==> config.mk <==
export PLATFORM = sky130hd
export DESIGN_NAME = instr_mem
export DESIGN_NICKNAME = d
export VERILOG_FILES = /design/src/instr_mem.sv
export VERILOG_INCLUDE_DIRS = /design/src
export SDC_FILE = /design/constraint.sdc
export NUM_CORES = 2
export LEC_CHECK = 0
export ABC_AREA = 1
export BUFFER_PORTS_ARGS = -buffer_cell sky130_fd_sc_hd__buf_2
export CELL_PAD_IN_SITES_DETAIL_PLACEMENT = 1
export CELL_PAD_IN_SITES_GLOBAL_PLACEMENT = 2
export CORE_MARGIN = 2
export CORE_UTILIZATION = 40
export DETAILED_ROUTE_END_ITERATION = 10
export PLACE_DENSITY = 0.76
export SLEW_MARGIN = 20
export SYNTH_ARGS = -nofsm -noshare
export SYNTH_HDL_FRONTEND = slang
export SYNTH_SLANG_ARGS = --single-unit
==> constraint.sdc <==
create_clock -name clk -period 1.8 [get_ports clk]
set_input_delay 0.09 -clock clk [delete_from_list [all_inputs] [get_ports clk]]
set_output_delay 0.09 -clock clk [all_outputs]
set_load 0.05 [all_outputs]
==> src/proc_consts.svh <==
`ifndef PROC_CONSTS_SVH
`define PROC_CONSTS_SVH

// Datapath and instruction word width
`define WORD_W 16

// Architectural register count
`define REG_CNT 8

// Register select width, log2 of REG_CNT
`define REG_SEL_W 3

// Opcode field, instruction bits 15 to 11
`define OPC_W 5

// Widest pc displacement, used by j
`define DISP_W 11

// Instruction memory, word addressed
`define IMEM_AW 8
`define IMEM_DEPTH (1 << `IMEM_AW)

// Data memory behind the bus, word addressed
`define DMEM_AW 6
`define DMEM_DEPTH (1 << `DMEM_AW)

`endif

==> src/instr_mem.sv <==
`include "proc_consts.svh"
`default_nettype none

module instr_mem (
   input  wire                 clk,
   // Program load, used by the testbench under reset
   input  wire                 prog_we,
   input  wire [`IMEM_AW-1:0]  prog_addr,
   input  wire [`WORD_W-1:0]   prog_data,
   // Fetch side
   input  wire [`IMEM_AW-1:0]  fetch_addr,
   output logic [`WORD_W-1:0]  instr
);

   // One instruction per word
   logic [`WORD_W-1:0] mem [`IMEM_DEPTH];

   // Load port writes at the edge
   always_ff @(posedge clk) begin
      if (prog_we) begin
         mem[prog_addr] <= prog_data;
      end
   end

   // Fetch is combinational, same cycle as pc
   assign instr = mem[fetch_addr];

endmodule

`default_nettype wire

Word-level counts from Yosys, hierarchy flattened
Memory sizes are Yosys's and may differ from the RTL's.
Cells that the tools add are included.

storage, ports and cells
  bits in registers = 0
  memory bits (writable) = 4,096
  memories = 1

cells by class
  mux-type cells = 2

memories
  name  words  width  rd ports  clocked after memory_dff  write ports  RTL line         text
  mem   256    16     1         0                         1            instr_mem.sv:16  logic [`WORD_W-1:0] mem [`IMEM_DEPTH];

operators with widths
  kind              number
  1-bit 2-to-1 mux  2

Logic depth before layout (Yosys ltp)
  depth in word-level cells = 2
  mapped depth = 15
  gate-level depth less buffers = 11

Worst setup path after synthesis
Ideal clock, no wire load.

  kind = input port to flip-flop
  from = input prog_we
  to = memory mem[164][0] (netlist name) (enable)
  library setup time = 0.388 ns
  arrival time = 1.542 ns
  data required time = 1.412 ns
  path slack = -0.130 ns
  stages on the path = 4
  buffers on the path = 2
  cell sequence = clkbuf_1 > nand3_1 > clkbuf_1 > nor2_1

between the ends
  longest elaborated chain between the ends = 2

RTL lines
  what                                    RTL line         text
  from (decl)                             instr_mem.sv:7   input wire prog_we,
  1-bit 2-to-1 mux                        instr_mem.sv:20  if (prog_we) begin
  1-bit 2-to-1 mux (implied by the code)  instr_mem.sv:21  mem[prog_addr] <= prog_data;
  to (decl)                               instr_mem.sv:16

Every way passes these cells.

Worst setup path after layout
  from = memory mem[213][2] (netlist name)
  to = output instr[2]

between the ends
  longest elaborated chain between the ends = 1

RTL lines
  what                      RTL line         text
  memory read 256 x 16 bit  n/a
  to (decl)                 instr_mem.sv:12  output logic [`WORD_W-1:0] instr

Every way passes these cells.

==> results.yml <==
global_routing:
  grt_usage_pct: 27.2
  grt_pass1_wl_um: 841000
  grt.overflow.total: 0
  antenna_found_initial: 23
  grt_pass1_vias: 120770
  grt_max_degree: 94
sta:
  min_period_ps: 2790
  period_share_pct: 155
  tightest_slew_ps: 768
  setup_viol_count_final: 16
  finalSetupTns_ps: -15300
  setup_slack_ps: -995
  rsz0062_at_grt: "yes"
  timing.hold.ws_ps: 90.0
  final_max_slew_viol_count: 0
  fmax_ghz: 0.358
  slew_headroom_pct: 48.8
  hold_viol_final: 0
synthesis:
  synth_seq_cells: 4096
  yosysTopAreaCellShare_pct: 74.4
  syn_area_per_cell_um2: 12.2
  synth_top_family_by_area: "simple AND/OR/NAND/NOR gates"
  synth.most_common_cell: "nand2_1"
  ys_async_sr_fraction_pct: 0
  synth-compound-area-share_pct: 0
  synthTopCellsByCount: "4211 x nand2_1, 4096 x edfxtp_1, 4035 x nand3_1"
  synth-warning-count: 0
  synth_area_leader_cell: "edfxtp_1"
  synth_fa_ha_area_share_pct: 0
  synth_area_um2: 165000
  yosys.area_share.simple_pct: 22.4
  ys_seq_area_share_pct: 74.4
  synth.area.top_cells: "edfxtp_1 74%, nand3_1 12%, nand2_1 9.6%"
  syn_nets: 13635
  synth_xor_area_share_pct: 0
  synth_edf_count: 4096
  ys_types: 14
  synthMuxAreaShare_pct: 0
  synth_cells: 13601
  ys.flop_type: "edfxtp_1"
run_status:
  violations: "negative setup slack"
  outcome: "finished, violations left"
routing:
  avgRoutedWirePerCell_um: 28.3
  viasPerCell: 5.68
  drtPass1Iterations: 5
  vias: 116005
  drt-total-wl_um: 578000
  post-route-drc-count: 0
  initialDrtViolationCount: 11720
  drt.antenna.violating_nets: 0
finish:
  design_area_um2: 207000
  largest_reg_flops: 4096
  nNetsFinal: 14609
  layout-drive-gt1-share_pct: 21.1
  top_regs: "mem x4096"
  top_register: "mem"
  syn2layout_area_growth_pct: 25.2
worst_setup_path:
  path_delay_family: "simple AND/OR/NAND/NOR gates"
  slowest_stage: "edfxtp_1"
  cp_num_cells: 11
  cp-start-kind: "flip-flop"
  critPathMaxFanout: 1
  critical_path.max_stage_delay_ps: 370
  path_cells: "nand2_2 -> nand3_2 -> nand3_2 -> nand3_2 -> nand3_2 -> nand3_2 -> nand3_4 -> nand2_8 -> nand2_4 -> nand2_4 -> buf_12"
  worstSetupPathType: "reg2out"
  crit_arrival_ps: 2700
  worst-path-buf-inv: 1
  cp_common_cell: "nand3_2"
  critPathRequiredTime_ps: 1710
  worst_setup_path_end_kind: "output port"
place:
  gp_congestion: 0.899
  place.detailed.hpwl_um: 367000
  place_area_um2: 186000
  place_ws_ps: -1420
  numPortBuffers: 49
floorplan:
  die_height_um: 647
  dieWidth_um: 647
  dieArea_um2: 419000
  core_um2: 413000
  top_level_ports: 50
  initial_core_util_pct: 40.1
  row_count: 236
power_and_ir_drop:
  power_density_nw_per_um2: 1020
  peakVddDrop_mv: 0.819
  power.leakage_nw: 73.3
  fin_total_pwr_w: 0.211
hold_path:
  hold_end: "mem[158][1]$_DFFE_PP_"
  holdCritPathClass: "in2reg"
  min_path_cells: 6
  min_from: "prog_addr[1]"
clock_tree:
  cts.path.max_buffers: 4
  cts_tree: "done"
  htreeDepth: 5
  cts.sinks: 4096
  clkSlewWorstSetupHoldPaths_ps: 70
  cts_root_buffer: "clkbuf_16"
  cts_buffers: 440
run:
  maxCapViolations: 0
==> where the power goes <==
part	total, W	switching, W	internal [W]
Sequential	0.105	0.0000517	0.105
Clock	0.0881	0.0383	0.0498
Combinational	0.0182	0.0124	0.00574
==> worst max-delay path by stage <==
stage                            end             startpoint  slack [ps]
2_1_floorplan  mem[164][0]$_DFFE_PP_                prog_we        -130
3_3_place_gp                instr[8]          fetch_addr[0]       -1420
3_5_place_dp                instr[8]          fetch_addr[0]       -1420
4_1_cts                     instr[7]  mem[242][7]$_DFFE_PP_       -1080
5_1_grt                     instr[7]  mem[242][7]$_DFFE_PP_       -1060
6_report                    instr[2]  mem[213][2]$_DFFE_PP_        -990
==> layout by cell type, fill, tap and decap left out <==
cell	instances
buf_12	570
buf_16	2
buf_2	10
buf_4	816
buf_6	24
buf_8	22
bufinv_16	32
clkbuf_1	77
clkbuf_16	447
clkbuf_4	1
clkinv_1	108
clkinv_16	2
clkinv_2	95
clkinv_4	8
clkinv_8	6
clkinvlp_4	12
diode_2	13
dlygate4sd3_1	23
edfxtp_1	4096
inv_1	33
inv_16	4
inv_2	1
inv_6	13
inv_8	3
nand2_1	4108
nand2_2	56
nand2_4	26
nand2_8	21
nand3_1	3119
nand3_2	621
nand3_4	295
nor2_1	226
nor2_2	57
==> repair_timing <==
action                                 in CTS  in global routing
setup endpoints to repair                  16                198
gates cloned                                0                  1
endpoints found under the hold margin    4098                  0
gates resized for setup                   977                440
hold buffers                               23                  0
buffers inserted                            0                  4
pin swaps                                 319                272
==> routing by layer <==
| metal | up-vias | wire length, µm | part of all wire (%) | track usage [%] |
|---|---|---|---|---|
| met5 | - | 72 | 0.012 | 0 |
| met4 | 10 | 24800 | 4.3 | 10.7 |
| met3 | 961 | 37300 | 6.5 | 3.70 |
| met2 | 4025 | 278000 | 48 | 45.0 |
| met1 | 60345 | 238000 | 41 | 36.5 |
| li1 | 50664 | - | - | - |
==> cell type report <==
type	instances	area (µm²)
tap	5474	6850
sequential	4096	123000
clock buffer	523	11400
clock inverter	278	2320
timing repair buffer	1469	18500
antenna	13	32.5
fill	41186	205000
inverter	39	199
multi-input combinational	8529	44700
==> through the flow <==
step           util (%)  cells
2_1_floorplan         -  13601
3_3_place_gp       45.1  19620
3_5_place_dp       45.1  19620
4_1_cts            49.6  20417
5_1_grt            50.2  20410
6_report           50.2  20421
==> logic make-up after synthesis <==
| family | Yosys count |
|---|---|
| simple gates | 8529 |
| flops | 4096 |
| buf+inv | 976 |
Note: power is estimated with default switching activity, not from simulation.
