$ cat src/proc_consts.svh
`ifndef PROC_CONSTS_SVH
`define PROC_CONSTS_SVH

// Datapath and instruction word width
`define WORD_W 16

// Architectural register count
`define REG_CNT 8

// Register select width, log2 of REG_CNT
`define REG_SEL_W 3

// Opcode field, instruction bits 15 to 11
`define OPC_W 5

// Widest pc displacement, used by j
`define DISP_W 11

// Instruction memory, word addressed
`define IMEM_AW 8
`define IMEM_DEPTH (1 << `IMEM_AW)

// Data memory behind the bus, word addressed
`define DMEM_AW 6
`define DMEM_DEPTH (1 << `DMEM_AW)

`endif

$ cat src/isa_pkg.sv
`include "proc_consts.svh"
`default_nettype none

package isa_pkg;

   // Opcodes, everything not listed is illegal
   typedef enum logic [`OPC_W-1:0] {
      op_halt = 5'b00000,
      op_nop  = 5'b00001,
      // R-format, rd <= rs op rt
      op_add  = 5'b01000,
      op_sub  = 5'b01001,
      op_and  = 5'b01010,
      op_xor  = 5'b01011,
      // Immediate forms
      op_addi = 5'b10000,
      op_lbi  = 5'b10001,
      // Memory access through Wishbone
      op_ld   = 5'b10100,
      op_st   = 5'b10101,
      // Forward-only control flow
      op_beqz = 5'b11000,
      op_j    = 5'b11100
   } opcode_e;

   // ALU function select
   typedef enum logic [2:0] {
      alu_add    = 3'd0,
      alu_sub    = 3'd1,
      alu_and    = 3'd2,
      alu_xor    = 3'd3,
      alu_pass_b = 3'd4
   } alu_op_e;

   // Register writeback source
   typedef enum logic [1:0] {
      wb_alu = 2'd0,
      wb_mem = 2'd1
   } wb_src_e;

   // Everything decode hands to the top level
   typedef struct packed {
      logic [`REG_SEL_W-1:0] rs_sel;
      logic [`REG_SEL_W-1:0] rt_sel;
      logic [`REG_SEL_W-1:0] wsel;
      logic                  reg_we;
      alu_op_e               alu_op;
      logic [`WORD_W-1:0]    imm;
      // ALU b from imm instead of rt
      logic                  use_imm;
      logic                  mem_en;
      logic                  mem_wr;
      wb_src_e               wb_src;
      logic                  branch;
      logic                  jump;
      // Unsigned, added to pc plus one
      logic [`DISP_W-1:0]    disp;
      logic                  halt;
      logic                  illegal;
   } ctrl_t;

endpackage

`default_nettype wire

$ cat src/alu.sv
`include "proc_consts.svh"
`default_nettype none

module alu import isa_pkg::*; (
   input  wire [`WORD_W-1:0]  a,
   input  wire [`WORD_W-1:0]  b,
   input  wire alu_op_e       op,
   output logic [`WORD_W-1:0] result,
   output logic               zero
);

   always_comb begin
      case (op)
         alu_add: begin
            result = a + b;
         end
         alu_sub: begin
            result = a - b;
         end
         alu_and: begin
            result = a & b;
         end
         alu_xor: begin
            result = a ^ b;
         end
         // lbi, and anything unused
         default: begin
            result = b;
         end
      endcase
   end

   // Tests operand a, which is rs, for beqz
   assign zero = (a == '0);

endmodule

`default_nettype wire

$ cat config.mk
export PLATFORM = sky130hd
export DESIGN_NAME = alu
export DESIGN_NICKNAME = d
export VERILOG_FILES = /design/src/isa_pkg.sv /design/src/alu.sv
export VERILOG_INCLUDE_DIRS = /design/src
export SDC_FILE = /design/constraint.sdc
export NUM_CORES = 1
export LEC_CHECK = 0
export BUFFER_PORTS_ARGS = -buffer_cell sky130_fd_sc_hd__buf_2
export CORE_AREA = 2 2 81 60
export DETAILED_ROUTE_END_ITERATION = 8
export DIE_AREA = 0 0 83 62
export PLACE_DENSITY = 0.64
export SLEW_MARGIN = 10
export SYNTH_ARGS = -nofsm -noshare
export SYNTH_HDL_FRONTEND = slang
export SYNTH_SLANG_ARGS = --single-unit
export TNS_END_PERCENT = 100
$ cat constraint.sdc
create_clock -name vclk -period 5.6
set_input_delay 0.84 -clock vclk [all_inputs]
set_output_delay 0.84 -clock vclk [all_outputs]
set_load 0.02 [all_outputs]
== Word level (Yosys, flattened, before mapping) ==
Index checks and enable logic that the tools add are counted.

* Bitwise gates (word level): 2
* Add/subtract/negate cells: 2
* Reductions and logical operators: 2
* Equal/unequal tests: 3
* Mux-type cells: 1

{| class="wikitable"
|+ Operator list
! operator !! number
|-
| 16-bit case mux with 4 select lines || 1
|-
| 16-bit adder || 1
|-
| 16-bit bitwise AND || 1
|-
| 16-bit zero test || 1
|-
| 16-bit subtractor || 1
|-
| 16-bit XOR || 1
|-
| 3-bit by 2-bit == test with 1-bit output (second input constant) || 2
|-
| 3-bit by 1-bit == test with 1-bit output (second input constant) || 1
|-
| 3-bit zero test || 1
|}

* Logic and storage cells: 10
* Output and inout port bits: 17
* Bits of input ports: 35
* Flip-flop bits (word level): 0

== Depth between registers and ports, before layout ==
* Depth after elaboration: 2
* Gate-level depth with buffers: 14
* Gate-level depth less buffers: 14

== Least setup slack after synthesis ==
OpenSTA, ideal clock, no wires.

* Kind: input to output
* Start: input op[0]
* End: output result[7]
* Stages: 13
* Data required time: 4760 ps
* Arrival time: 4201 ps
* Setup slack: 559 ps
* Buffers on the path: 2
* Cell sequence: clkbuf_1 buf_1 nand2_1 o21ai_0 inv_1 ha_1 nor2b_1 o31ai_1 nand2b_1 a21o_1 a21boi_0 mux2_2 a221oi_1

* Cells in the longest elaborated chain, start to end: 2
* Elaborated cells on any way between the ends: 5
* Classes of those cells: eq/ne: 3; mux: 1; reduce/logical: 1

{| class="wikitable"
|+ RTL lines
! what !! RTL line !! source
|-
| from (decl) || alu.sv:7 || <nowiki>input wire alu_op_e op,</nowiki>
|-
| 3-bit by 2-bit == test with 1-bit output, or another cell as far along || alu.sv:13 || <nowiki>case (op)</nowiki>
|-
| 16-bit case mux with 4 select lines * || alu.sv:13 ||
|-
| to (decl) || alu.sv:8 || <nowiki>output logic [`WORD_W-1:0] result,</nowiki>
|}

Every way passes the cells marked *; elsewhere a longest branch is shown, timed or not.

== Final worst setup path ==
* Start: input op[1]
* End: output result[15]

The elaborated chain is that of the path after synthesis.

==> results by group <==
Detailed routing
  • Iteration-0 DRC Markers: 133
  • Drt first pass iters: 4
  • Post-Route WL: 5056 µm
  • Number of remaining DRC errors: 0
  • Vias: 1,830
  • Vias per std cell: 5.495
  • Wire per inst: 15.18 µm
  • Post-route antenna net violation count: 0

Hold path
  • Min-Delay Startpoint: b[3]
  • Worst Hold Depth: 3
  • Min-Delay Path Class: input pin to output pin

Critical path
  • Crit-path cells: buf_2 > nor2_1 > nand2_1 > o21ai_0 > inv_1 > ha_1 > nor2b_1 > o31ai_1 > o21ai_1 > a211o_2 > a311oi_2 > xnor2_1 > o31ai_2 > buf_2
  • Worst Setup End Kind: output pin
  • Peak fanout along the critical path: 7
  • Crit path top cell by count: buf_2
  • WP depth: 14
  • Worst Path Buf+Inv: 3
  • Arrival @ worst endpoint: 4.10 ns
  • Slowest cell on the critical path: nor2_1
  • CP Data Required Time: 4.76 ns
  • Crit path from: op[1]
  • Setup CP Type: input pin to output pin
  • Critical Path Start Type: input pin
  • Crit path max-delay family: compound AO/OA/AOI/OAI gates
  • Max stage delay on crit path: 0.44 ns

Die
  • Die Span Y: 62 µm
  • Die area: 0.005146 mm²
  • IO Count: 52
  • Initial Util: 0.3846
  • Die W: 83 µm
  • Num rows: 21
  • Core ar.: 0.004493 mm²

Timing
  • Final TNS setup: 0 ns
  • Min cycle time layout: 4.937 ns
  • Count of final setup violators: 0
  • Fmax achieved: 0.2026 GHz
  • Fin. Hold Viols: 0
  • RSZ-0062 raised after global routing: no
  • Fin crit share: 0.8816
  • Worst slew margin: 0.5866
  • Slew @ Worst Pin: 0.6178 ns
  • Slew Viols, Final: 0
  • Final worst slack: 0.6631 ns

Global routing
  • Overflow left after global routing: 0
  • First-pass GRT wire length: 8176 µm
  • Number of global-route vias before repair: 1,651
  • Initial antenna violation count: 0
  • Largest net degree at the start of global routing: 22
  • Gr usage total: 0.1948

Power and ir drop
  • Pleak: 0.9928 nW
  • VDD IR-drop max: 0.04170 mV
  • Power per cell area: 118.4 mW/mm²

Flow run
  • Maxcap violations: 0

Logic synthesis
  • Share of the synthesized area in the top cell type: 0.2317
  • Cell variety after synth: 53
  • Post-synthesis sequential area ratio: 0
  • Net Count, Synth: 294
  • Ranking of synthesized cells by area: ha_1 23%, xnor2_1 8.1%, mux2i_1 7.0%
  • Warnings from Yosys: 0
  • Leading area contributor after synthesis: ha_1
  • Cells after Synth: 226
  • Post-Syn Area: 0.001728 mm²
  • Syn avg cell area: 7.646 µm²

Final layout
  • Filler Cell Count: 473
  • # clk buffers: 0
  • Layout Nets: 346
  • Register area: 0 µm²
  • Layout area overhead: 17.67%
  • # diodes: 0
  • Share of post-route cells with drive strength above 1: 0.2645
  • Seq Cell Count: 0
  • Fin cells: 333

Clocking
  • Post_cts resized: 0
  • CTS hold repair buffers: 0
  • Postcts setup bufs: 0

Placement
  • Pre-CTS WS: 0.6576 ns
  • Number of port buffers: 52
  • Inst Count DP: 333
  • DPL Wire Length: 4181 µm
  • RePlAce Congestion: 0.9025

Status
  • Outcome: complete, no violations
## metal layers
layer	routed length [µm]	global-route usage	vias to the layer above
li1	-	-	954
met1	2694	0.3079	826
met2	2053	0.2972	48
met3	268	0.006605	2
met4	39	0.03279	0
met5	0	0	-
## final timing paths
check | endpoint | slack, ns
max | result[15] | 0.66
min | result[3] | 2.09
## Yosys cell counts (2+ instances only)
| library cell | instances |
|---|---|
| inv_1 | 12 |
| mux2_2 | 7 |
| nor2_1 | 17 |
| nand2b_1 | 6 |
| o21a_1 | 5 |
| o21ai_0 | 13 |
| a221oi_1 | 2 |
| a21o_1 | 3 |
| ha_1 | 32 |
| a21oi_1 | 17 |
| nor2b_1 | 4 |
| o31ai_1 | 3 |
| xnor2_1 | 16 |
| clkbuf_1 | 2 |
| and2_1 | 2 |
| mux2i_1 | 12 |
| a31oi_1 | 4 |
| a222oi_1 | 3 |
| nor4_1 | 6 |
| nor3_1 | 7 |
| clkbuf_8 | 3 |
| xor2_1 | 7 |
| nand2_1 | 13 |
## per-stage QoR
step / hold slack (ns) / util / total power (W) / cell area [µm²]
floorplan: 1.861 / - / 0.0001713 / 1728
global placement: 2.080 / 0.4525 / 0.0002369 / 2033
detailed placement: 2.088 / 0.4525 / 0.0002386 / 2033
CTS: 2.089 / 0.4525 / 0.0002402 / 2033
global route: 2.100 / 0.4525 / 0.0002680 / 2033
finish: 2.085 / 0.4525 / 0.0002406 / 2033
## layout by cell type (no fill, tap or decap), types with 2 or more instances in the layout
cell type / n
o31ai_1: 3
nor2_1: 17
ha_1: 32
inv_1: 12
o21a_1: 5
nor3_1: 7
mux2_2: 7
a21oi_1: 17
nor4_1: 6
a31oi_1: 4
nand2b_1: 6
mux2i_1: 12
a21o_1: 3
xnor2_1: 16
buf_2: 52
xor2_1: 7
and2_1: 2
buf_4: 5
a222oi_1: 3
a221oi_1: 2
nand2_1: 13
nor2b_1: 4
o21ai_0: 13
## cells by family (layout without fill, tap and decap cells)
kind of cell	Yosys count	after routing	share of synthesized area
adders and majority gates	33	33	0.2433
muxes	19	19	0.1151
xor gates and xnor gates	23	23	0.1166
and+or+nand+nor	66	66	0.2035
AOI/OAI and AO/OA	65	65	0.2563
buffers and inverters	20	70	0.06517
## power breakdown
| group | leakage, nW | internal [W] | switching (W) |
|---|---|---|---|
| Sequential | 0 | 0 | 0 |
| Clock | 0 | 0 | 0 |
| Combinational | 0.993 | 0.000104 | 0.000137 |
| Total | 0.993 | 0.000104 | 0.000137 |
## cell type report
type,instances,area [µm²],share of cell area
multi-input combinational,206,1615,0.7945
tap,57,71.32,0.03508
timing repair buffer,57,297.8,0.1465
inverter,13,48.80,0.02400
Power figures use the tool's default switching activity.
