File: src/proc_consts.svh
`ifndef PROC_CONSTS_SVH
`define PROC_CONSTS_SVH

// Datapath and instruction word width
`define WORD_W 16

// Architectural register count
`define REG_CNT 8

// Register select width, log2 of REG_CNT
`define REG_SEL_W 3

// Opcode field, instruction bits 15 to 11
`define OPC_W 5

// Widest pc displacement, used by j
`define DISP_W 11

// Instruction memory, word addressed
`define IMEM_AW 8
`define IMEM_DEPTH (1 << `IMEM_AW)

// Data memory behind the bus, word addressed
`define DMEM_AW 6
`define DMEM_DEPTH (1 << `DMEM_AW)

`endif

File: src/reg_file.sv
`include "proc_consts.svh"
`default_nettype none

module reg_file (
   input  wire                   clk,
   input  wire                   reset,
   // Two read ports
   input  wire [`REG_SEL_W-1:0]  rs_sel,
   input  wire [`REG_SEL_W-1:0]  rt_sel,
   output logic [`WORD_W-1:0]    rs_data,
   output logic [`WORD_W-1:0]    rt_data,
   // One write port
   input  wire                   we,
   input  wire [`REG_SEL_W-1:0]  wsel,
   input  wire [`WORD_W-1:0]     wdata
);

   logic [`WORD_W-1:0] regs [`REG_CNT];

   // All registers start at zero
   always_ff @(posedge clk) begin
      if (reset) begin
         for (int i = 0; i < `REG_CNT; i++) begin
            regs[i] <= '0;
         end
      end else if (we) begin
         regs[wsel] <= wdata;
      end
   end

   // Asynchronous reads
   // Write lands at the edge ending the instruction, before the next read
   assign rs_data = regs[rs_sel];
   assign rt_data = regs[rt_sel];

endmodule

`default_nettype wire

File: config.mk
export PLATFORM = sky130hd
export DESIGN_NAME = reg_file
export DESIGN_NICKNAME = d
export VERILOG_FILES = /design/src/reg_file.sv
export VERILOG_INCLUDE_DIRS = /design/src
export SDC_FILE = /design/constraint.sdc
export NUM_CORES = 1
export LEC_CHECK = 0
export ABC_AREA = 1
export BUFFER_PORTS_ARGS = -buffer_cell sky130_fd_sc_hd__buf_4
export CAP_MARGIN = 20
export CORE_MARGIN = 4
export CORE_UTILIZATION = 43
export DETAILED_ROUTE_END_ITERATION = 10
export GPL_ROUTABILITY_DRIVEN = 0
export HOLD_SLACK_MARGIN = 0.02
export PLACE_DENSITY = 0.69
export SLEW_MARGIN = 20
export SYNTH_ARGS = -nofsm -noshare
export SYNTH_HDL_FRONTEND = slang
export SYNTH_SLANG_ARGS = --single-unit
File: constraint.sdc
create_clock -name clk -period 1.71 [get_ports clk]
set_input_delay 0.171 -clock clk [delete_from_list [all_inputs] [get_ports clk]]
set_output_delay 0.171 -clock clk [all_outputs]
set_load 0.005 [all_outputs]
Yosys cells after proc, flatten, opt, wreduce, memory -nomap -nowiden
Memory sizes are Yosys's and may differ from the RTL's.
Cells that the tools add are included.
Widths: inputs -> output; s select.
{ "classes": {"mux": 8, "n_reduce_logical": 1} }
{ "ops": {"columns": ["op", "count"], "rows": [
  ["$mux 16", 1],
  ["$reduce_or 16->1", 1],
  ["$mux 1", 6],
  ["$mux 3", 1]
]} }
{ "totals": {"register_bits": 0, "n_memories": 1, "inputBits": 28, "elab_cells": 10, "out_inout_bits": 32, "ramBits": 128} }
{ "mem_list": {"columns": ["name", "words", "word_bits", "rd", "rd_ports_with_merged_regs", "wr", "line_no", "rtl"], "rows": [
  ["regs", 8, 16, 2, 0, 8, "reg_file.sv:18", "logic [`WORD_W-1:0] regs [`REG_CNT];"]
]} }

Depth between registers and ports, before layout
Gate-level depths: netlist of the first run.
{ "logic_depth": {"word_depth": 5, "depth_mapped": 7, "mapped_depth_nobuf": 6} }

Least setup slack after synthesis of the first run
No wires, ideal clock.
{ "synth_path": {"path_kind": "input port to flip-flop", "startpoint": "in reset", "endpoint": "mem regs[0][0] (netlist bit), enable pin", "t_arrival_ns": 1.128, "slack_ns": 0.211, "stages": 6, "cell_sequence": "inv_2 > nand2_4 > nor2_4 > nand2_2 > buf_6 > nand2_1"} }
{ "synth_rtl": {"columns": ["item", "line_no", "rtl"], "rows": [
  ["start, declared", "reg_file.sv:6", "input wire reset,"],
  ["end, declared", "reg_file.sv:18", null]
]} }

==> results.py, run 1 <==
metrics = {
    "cts": {
        "clock_sinks": 128,
        "cts-root-buf": "clkbuf_16",
        "htreeDepth": 4,
        "clk_path_buf_depth": 2,
        "cts_tree": "yes",
        "cts_buffers": 17,
        "cts_setup_buffers": 0,
        "clkTransAtPathRegs_ns": 0.06,
    },
    "routing": {
        "wl_um": 23300,
        "drtIter0Drc": 693,
        "vias_per_cell": 5.18,
        "via_count": 6895,
        "ant_nets": 0,
        "firstDrtPassIters": 7,
        "wire_per_inst_um": 17.5,
        "drc_errors": 0,
    },
    "critical_path": {
        "slowest_delay_ns": 0.43,
        "setup.worst_path.start": "regs[6][9]",
        "cp_top_family": "flip-flops",
        "crit_top_cell": "nand2_1",
        "worstPathRequired_ns": 1.54,
        "cp_slowest_cell": "edfxtp_1",
        "crit_fanout": 2,
        "cp-end-kind": "primary output",
        "critPathLaunchType": "flip-flop",
        "critPathBufInv": 2,
        "cp.arrival_ns": 1.47,
        "crit_path_cell_trace": "inv_2, nand2_1, nand3_2, nand2_1, nand2_1, nand2_1, buf_4",
        "critical_path_class": "flip-flop to primary output",
    },
    "synth": {
        "synth_area_mm2": 0.00753,
        "yosysMostFrequentCell": "nand2_1",
        "netlist_top_cells_count": "nand2_1 (425), inv_1 (152), nor2_1 (131)",
        "async_reset_ff_share_pct": 0,
        "yosysUniqueCellTypes": 13,
        "synth.top_cells.by_area": "edfxtp_1 (51%), nand2_1 (21%), nand3_1 (8.5%), inv_1 (7.6%), nor2_1 (6.5%)",
        "ys.warnings.count": 0,
        "syn-instance-count": 1032,
        "yosysSeqAreaShare_pct": 51.0,
        "ys.flop_type": "edfxtp_1",
        "synth.avg_cell_area_um2": 7.30,
        "synth_edf_count": 128,
        "synth-seq-cells": 128,
        "syn-num-nets": 1060,
        "synth_top_cell_by_area": "edfxtp_1",
        "synth.top_cell.area_share_pct": 51.0,
    },
    "place": {
        "dp_hpwl_um": 14900,
        "port_buffers": 59,
        "place_area_mm2": 0.00836,
    },
    "die": {
        "die_h_um": 140,
        "start_util_pct": 43.7,
        "row_count": 48,
        "ios": 60,
        "die_area_mm2": 0.0197,
        "fp.dieW_um": 140,
        "fp.coreArea_mm2": 0.0172,
    },
    "cells_and_area": {
        "largest_register_ffs": 128,
        "antennaDiodeCount": 0,
        "stdcell_area_mm2": 0.00899,
        "nets": 1122,
        "reg.largest.list": "regs: 128 flops",
        "drive_above_1_share_pct": 13.1,
        "area_growth_pct": 19.4,
        "top_register": "regs",
    },
    "power_and_ir_drop": {
        "vdd_ir_drop_max_mv": 0.775,
        "p_per_area_mw_per_mm2": 987,
        "combinationalPowerShare_pct": 14.9,
        "p_seq_share_pct": 41.8,
        "p_leak_nw": 4.57,
        "p_sw_mw": 2.42,
        "netSwitchingFraction_pct": 27.3,
        "p_clk_share_pct": 43.3,
        "intPower_mw": 6.45,
    },
    "status": {
        "outcome": "completed",
    },
    "grt": {
        "grt_pass1_vias": 6799,
        "grt_pass1_wl_um": 36400,
        "antenna_found_initial": 0,
        "globalRouteOverflowTotal": 0,
        "grt_max_degree": 65,
        "grt_usage_pct": 24.1,
    },
    "hold_path": {
        "holdCritStartpoint": "wdata[3]",
        "hold_class": "primary input to flip-flop",
    },
    "sta": {
        "fin_crit_sh_pct": 96.0,
        "finalSetupViolCount": 0,
        "timing.fmax_ghz": 0.609,
        "max_slew_margin_pct": 72.6,
        "finalMaxSlewViolations": 0,
        "final.min_clock_period_ns": 1.64,
        "tightestPinTransition_ns": 0.410,
        "finalHoldViolCount": 0,
        "holdWs_ns": 0.165,
    },
    "flow_run": {
        "drv_cap": 0,
    },
}
-- cell type report --
cell class / instances / area [um^2]
Multi-Input combinational cell: 695 / 2820
Fill cell: 1636 / 8250
Clock buffer: 17 / 425
Tap cell: 225 / 282
Sequential cell: 128 / 3840
Timing Repair Buffer: 97 / 841
Clock inverter: 15 / 200
Inverter: 155 / 582
-- cells in the final DEF (no fill, tap or decap) --
cell type / count
buf_12: 9
buf_4: 88
bufinv_16: 3
clkbuf_16: 17
clkinv_4: 3
clkinv_8: 1
clkinvlp_4: 2
edfxtp_1: 128
inv_1: 151
inv_2: 4
inv_6: 6
nand2_1: 425
nand2_2: 8
nand2_4: 1
nand3_1: 127
nand3_2: 1
nor2_1: 131
nor2_4: 2
-- cells by family (layout without fill, tap and decap cells) --
family,Yosys count,in the layout,synth area share [%]
simple gates,695,695,37.3
buf+inv,209,284,11.6
flops,128,128,51.0
-- power groups by stage --
stage	Sequential, mW	Clock [mW]	Combinational (mW)
global placement	3.76	0	1.29
floorplan	3.75	0	0.760
CTS	3.70	3.89	1.31
detailed placement	3.77	0	1.30
finish	3.70	3.84	1.32
global route	3.72	4.04	1.47
-- repair_timing --
action                                  CTS  global route
endpoints found under the setup margin    0             1
hold buffers                              0             0
resized for setup                         0             2
-- per-stage QoR --
step                TNS [ns]  util, %  power (mW)  std cells  setup WS [ns]
CTS                        0     52.1        8.90       1332          0.101
detailed placement         0     48.5        5.07       1300          0.305
global placement           0     48.5        5.05       1300          0.289
global route         -0.0247     52.2        9.22       1332        -0.0247
floorplan                  0        -        4.51       1032          0.211
finish                     0     52.2        8.87       1332         0.0677
-- worst paths after layout --
| kind | cells after the start | end | slack (ns) |
|---|---|---|---|
| worst min-delay path | 3 | regs[5][3] | 0.17 |
| worst max-delay path | 7 | rt_data[9] | 0.07 |
-- per-layer routing --
layer | vias up | share of wire [%] | track usage [%]
met5 | - | 0 | 0
met4 | 0 | 3.6 | 10.4
met3 | 71 | 9.9 | 6.45
met2 | 371 | 48 | 38.8
met1 | 3158 | 39 | 30.7
li1 | 3295 | - | -
No activity file was read; power rests on OpenSTA's default activity.
==> inputs of run 2 (changes only) <==
--- a/config.mk
+++ b/config.mk
@@ -9,6 +9,7 @@
 export ABC_AREA = 1
 export BUFFER_PORTS_ARGS = -buffer_cell sky130_fd_sc_hd__buf_4
 export CAP_MARGIN = 20
+export CORE_ASPECT_RATIO = 1.75
 export CORE_MARGIN = 4
 export CORE_UTILIZATION = 43
 export DETAILED_ROUTE_END_ITERATION = 10
==> results.py, run 2 (synthesized netlist as in run 1, its figures left out) <==
metrics = {
    "die": {
        "die_h_um": 183,
        "fp.coreArea_mm2": 0.0171,
        "ios": 60,
        "row_count": 63,
        "die_area_mm2": 0.0198,
        "fp.dieW_um": 108,
        "start_util_pct": 44.0,
    },
    "cells_and_area": {
        "top_register": "regs",
        "reg.largest.list": "regs: 128 flops",
        "area_growth_pct": 18.2,
        "drive_above_1_share_pct": 12.4,
        "largest_register_ffs": 128,
        "layout_common_cells": "nand2_1 (425), inv_1 (152), nor2_1 (131)",
        "nets": 1116,
        "final_common_cell": "nand2_1",
        "fillers": 1650,
        "antennaDiodeCount": 0,
    },
    "critical_path": {
        "critPathLaunchType": "flip-flop",
        "crit_fanout": 2,
        "critical_path_class": "flip-flop to primary output",
        "worstPathRequired_ns": 1.54,
        "cp-end-kind": "primary output",
        "cp.arrival_ns": 1.42,
    },
    "cts": {
        "cts_resized": 0,
        "cts_tree": "yes",
        "clock_sinks": 128,
        "cts_hold_buf": 0,
        "cts_setup_buffers": 0,
        "cts_buffers": 17,
        "htreeDepth": 4,
        "clk_path_buf_depth": 2,
        "clkTransAtPathRegs_ns": 0.06,
        "cts-root-buf": "clkbuf_16",
    },
    "hold_path": {
        "min_to": "regs[4][4]",
        "whs_path_depth": 3,
        "hold_class": "primary input to flip-flop",
        "holdCritStartpoint": "wdata[4]",
    },
    "routing": {
        "ant_nets": 0,
        "drtIter0Drc": 633,
        "wl_um": 21200,
        "wire_per_inst_um": 16.0,
        "via_count": 6775,
        "vias_per_cell": 5.10,
        "firstDrtPassIters": 6,
        "drc_errors": 0,
    },
    "sta": {
        "rsz0062_at_grt": "false",
        "fin_tns_setup_ns": 0,
        "final.min_clock_period_ns": 1.59,
        "finalSetupViolCount": 0,
        "finalHoldViolCount": 0,
        "holdWs_ns": 0.186,
        "max_slew_margin_pct": 69.8,
        "finalMaxSlewViolations": 0,
        "fin_crit_sh_pct": 92.9,
        "timing.fmax_ghz": 0.630,
        "tightestPinTransition_ns": 0.452,
    },
    "grt": {
        "globalRouteOverflowTotal": 0,
        "grt_usage_pct": 22.5,
        "antenna_found_initial": 0,
        "grt_pass1_vias": 6599,
        "grt_max_degree": 65,
        "grt_pass1_wl_um": 34300,
    },
    "place": {
        "port_buffers": 59,
        "dp_hpwl_um": 14400,
    },
    "flow_run": {
        "drv_cap": 0,
    },
    "power_and_ir_drop": {
        "power.total_mw": 8.49,
        "p_leak_nw": 4.52,
        "p_per_area_mw_per_mm2": 954,
        "vdd_ir_drop_max_mv": 0.574,
    },
    "status": {
        "outcome": "completed",
    },
}
[run 2: cell count changes in the layout (fill, tap and decap cells not counted)]
cell,previous run,this run
clkinv_8,1,0
nand3_2,1,0
bufinv_16,3,1
buf_4,88,81
buf_12,9,10
inv_8,0,1
inv_6,6,7
inv_1,151,152
clkinv_1,0,1
inv_2,4,3
nand3_1,127,128
[run 2: routing by layer]
layer	wire, um	global-route usage [%]	vias up
met5	0	0	-
met4	623	9.56	0
met3	1560	3.28	44
met2	11200	39.9	296
met1	7840	26.9	3163
li1	-	-	3272
[run 2: cell type report]
cell class	count	area [um^2]	area share [%]
Clock buffer	17	425	4.78
Sequential cell	128	3840	43.2
Timing Repair Buffer	91	808	9.08
Multi-Input combinational cell	695	2810	31.6
Clock inverter	15	148	1.66
Tap cell	227	284	3.19
Inverter	155	582	6.54
[run 2: worst max-delay path by stage]
stage | startpoint | end | slack [ns] | cells past startpoint
after floorplan | reset | regs[0][0] | 0.21 | 6
after global placement | reset | regs[0][0] | 0.30 | 7
after detailed placement | reset | regs[3][9] | 0.30 | 7
after CTS | regs[0][4] | rs_data[4] | 0.14 | 7
after global routing | regs[7][6] | rt_data[6] | 0.05 | 7
final | regs[0][4] | rs_data[4] | 0.12 | 7
[run 2: critical path, cell delays in order (launching register included)]
cell and delay [ns]:
edfxtp_1 0.37, inv_1 0.11, nand2_1 0.08, nand3_1 0.08, nand2_1 0.05, nand2_1 0.06, nand2_1 0.10, buf_4 0.15
[run 2: where the power goes]
part           total [mW]  internal (mW)  switching [mW]
Clock                3.52           2.04            1.48
Combinational        1.27          0.462           0.813
Sequential           3.70           3.65          0.0527
Total                8.49           6.15            2.34
[run 2: per-stage QoR]
step                worst slack [ns]  util (%)  cells  instance area (um^2)
floorplan                      0.211         -   1032                  7530
global placement               0.304      48.7   1296                  8330
detailed placement             0.303      48.7   1296                  8330
CTS                            0.138      52.0   1328                  8900
global route                  0.0499      52.0   1328                  8900
finish                         0.122      52.0   1328                  8900
==> inputs of run 3 (changes only) <==
--- a/config.mk
+++ b/config.mk
@@ -16,6 +16,7 @@
 export GPL_ROUTABILITY_DRIVEN = 0
 export HOLD_SLACK_MARGIN = 0.02
 export PLACE_DENSITY = 0.69
+export RECOVER_POWER = 50
 export SLEW_MARGIN = 20
 export SYNTH_ARGS = -nofsm -noshare
 export SYNTH_HDL_FRONTEND = slang
==> results.py, run 3 (synthesized netlist as in run 1, its figures left out) <==
metrics = {
    "status": {
        "outcome": "completed",
    },
    "cells_and_area": {
        "area_growth_pct": 17.3,
        "drive_above_1_share_pct": 11.9,
        "reg.largest.list": "regs: 128 flops",
        "multi_input_area_mm2": 0.00280,
        "top_register": "regs",
        "regArea_mm2": 0.00384,
        "nets": 1116,
        "stdcell_area_mm2": 0.00883,
        "antennaDiodeCount": 0,
        "layout_common_cells": "nand2_1 (425), inv_1 (153), nor2_1 (133)",
        "fin_cells": 1328,
        "fillers": 1663,
        "final_common_cell": "nand2_1",
        "largest_register_ffs": 128,
    },
    "die": {
        "fp.coreArea_mm2": 0.0171,
        "die_area_mm2": 0.0198,
        "fp.dieW_um": 108,
        "die_h_um": 183,
        "ios": 60,
        "row_count": 63,
        "start_util_pct": 44.0,
    },
    "sta": {
        "final.min_clock_period_ns": 1.57,
        "timing.fmax_ghz": 0.639,
        "tightestPinTransition_ns": 0.816,
        "finalSetupViolCount": 0,
        "finalMaxSlewViolations": 0,
        "finalHoldViolCount": 0,
        "fin_tns_setup_ns": 0,
        "holdWs_ns": 0.197,
        "rsz0062_at_grt": "false",
        "max_slew_margin_pct": 45.6,
        "fin_crit_sh_pct": 91.6,
    },
    "critical_path": {
        "cp_slowest_cell": "edfxtp_1",
        "slowest_delay_ns": 0.37,
        "critical_path_class": "flip-flop to primary output",
        "cp-end-kind": "primary output",
        "crit_top_cell": "nand2_1",
        "crit_fanout": 2,
        "crit_path_cell_trace": "inv_1, nand2_1, nand3_1, nand2_1, nand2_1, nand2_1, buf_4",
        "worstPathRequired_ns": 1.54,
        "cp.arrival_ns": 1.40,
        "critPathLaunchType": "flip-flop",
    },
    "place": {
        "dp_hpwl_um": 14400,
        "port_buffers": 59,
        "place_area_mm2": 0.00833,
        "dp.cells": 1296,
    },
    "cts": {
        "cts-root-buf": "clkbuf_16",
        "clk_path_buf_depth": 2,
        "cts_resized": 0,
        "clkTransAtPathRegs_ns": 0.06,
        "cts_tree": "yes",
        "htreeDepth": 4,
        "clock_sinks": 128,
        "cts_buffers": 17,
        "cts_setup_buffers": 0,
        "cts_hold_buf": 0,
    },
    "grt": {
        "antenna_found_initial": 0,
        "grt_pass1_wl_um": 34300,
        "grt_pass1_vias": 6599,
        "globalRouteOverflowTotal": 0,
        "grt_max_degree": 65,
        "grt_usage_pct": 22.5,
    },
    "routing": {
        "wire_per_inst_um": 16.0,
        "wl_um": 21200,
        "drtIter0Drc": 774,
        "vias_per_cell": 5.08,
        "drc_errors": 0,
        "ant_nets": 0,
        "firstDrtPassIters": 5,
        "via_count": 6750,
    },
    "power_and_ir_drop": {
        "p_leak_nw": 4.50,
        "vdd_ir_drop_max_mv": 0.571,
        "p_per_area_mw_per_mm2": 958,
    },
    "hold_path": {
        "hold_class": "primary input to flip-flop",
    },
    "flow_run": {
        "drv_cap": 0,
    },
}
[run 3: changes by cell type in the layout (fill, tap and decap cells not counted), sizes merged]
cell    before  now
clkbuf      17   28
buf         91   80
[run 3: report_power, final]
group	switching, mW	leakage [nW]	internal [mW]
combinational	0.808	3.00	0.450
sequential	0.0530	1.23	3.65
clock	1.47	0.276	2.04
[run 3: worst max-delay path: cells and delay by family (launching register included)]
family / cells / cell delay, ns
and+or+nand+nor: 5 / 0.35
buffers and inverters: 2 / 0.25
DFF: 1 / 0.37
[run 3: per-layer routing]
layer	vias to the layer above	part of all wire [%]	track usage (%)
met5	-	0	0
met2	286	52	39.9
li1	3275	-	-
met3	42	6.9	3.28
met1	3147	38	26.9
met4	0	2.8	9.56
[run 3: worst paths after layout]
| path | slack (ns) | cells past startpoint | to | from |
|---|---|---|---|---|
| min | 0.20 | 3 | regs[5][4] | wdata[4] |
| max | 0.14 | 7 | rs_data[4] | regs[0][4] |
[run 3: cell type report]
| type | instances | area share, % |
|---|---|---|
| clock buffers | 17 | 4.82 |
| clock inverters | 15 | 1.67 |
| inverters | 155 | 6.59 |
| multi-input cells | 695 | 31.7 |
| flip-flops and latches | 128 | 43.5 |
| well taps | 227 | 3.21 |
| repair buffers | 91 | 8.55 |
[run 3: through the flow]
| stage | util (%) | setup WS (ns) | power [mW] |
|---|---|---|---|
| after floorplan | - | 0.211 | 4.51 |
| after global placement | 48.7 | 0.304 | 5.02 |
| after detailed placement | 48.7 | 0.303 | 5.04 |
| after CTS | 52.0 | 0.138 | 8.51 |
| after global routing | 51.6 | 0.0499 | 8.82 |
| final | 51.6 | 0.144 | 8.47 |
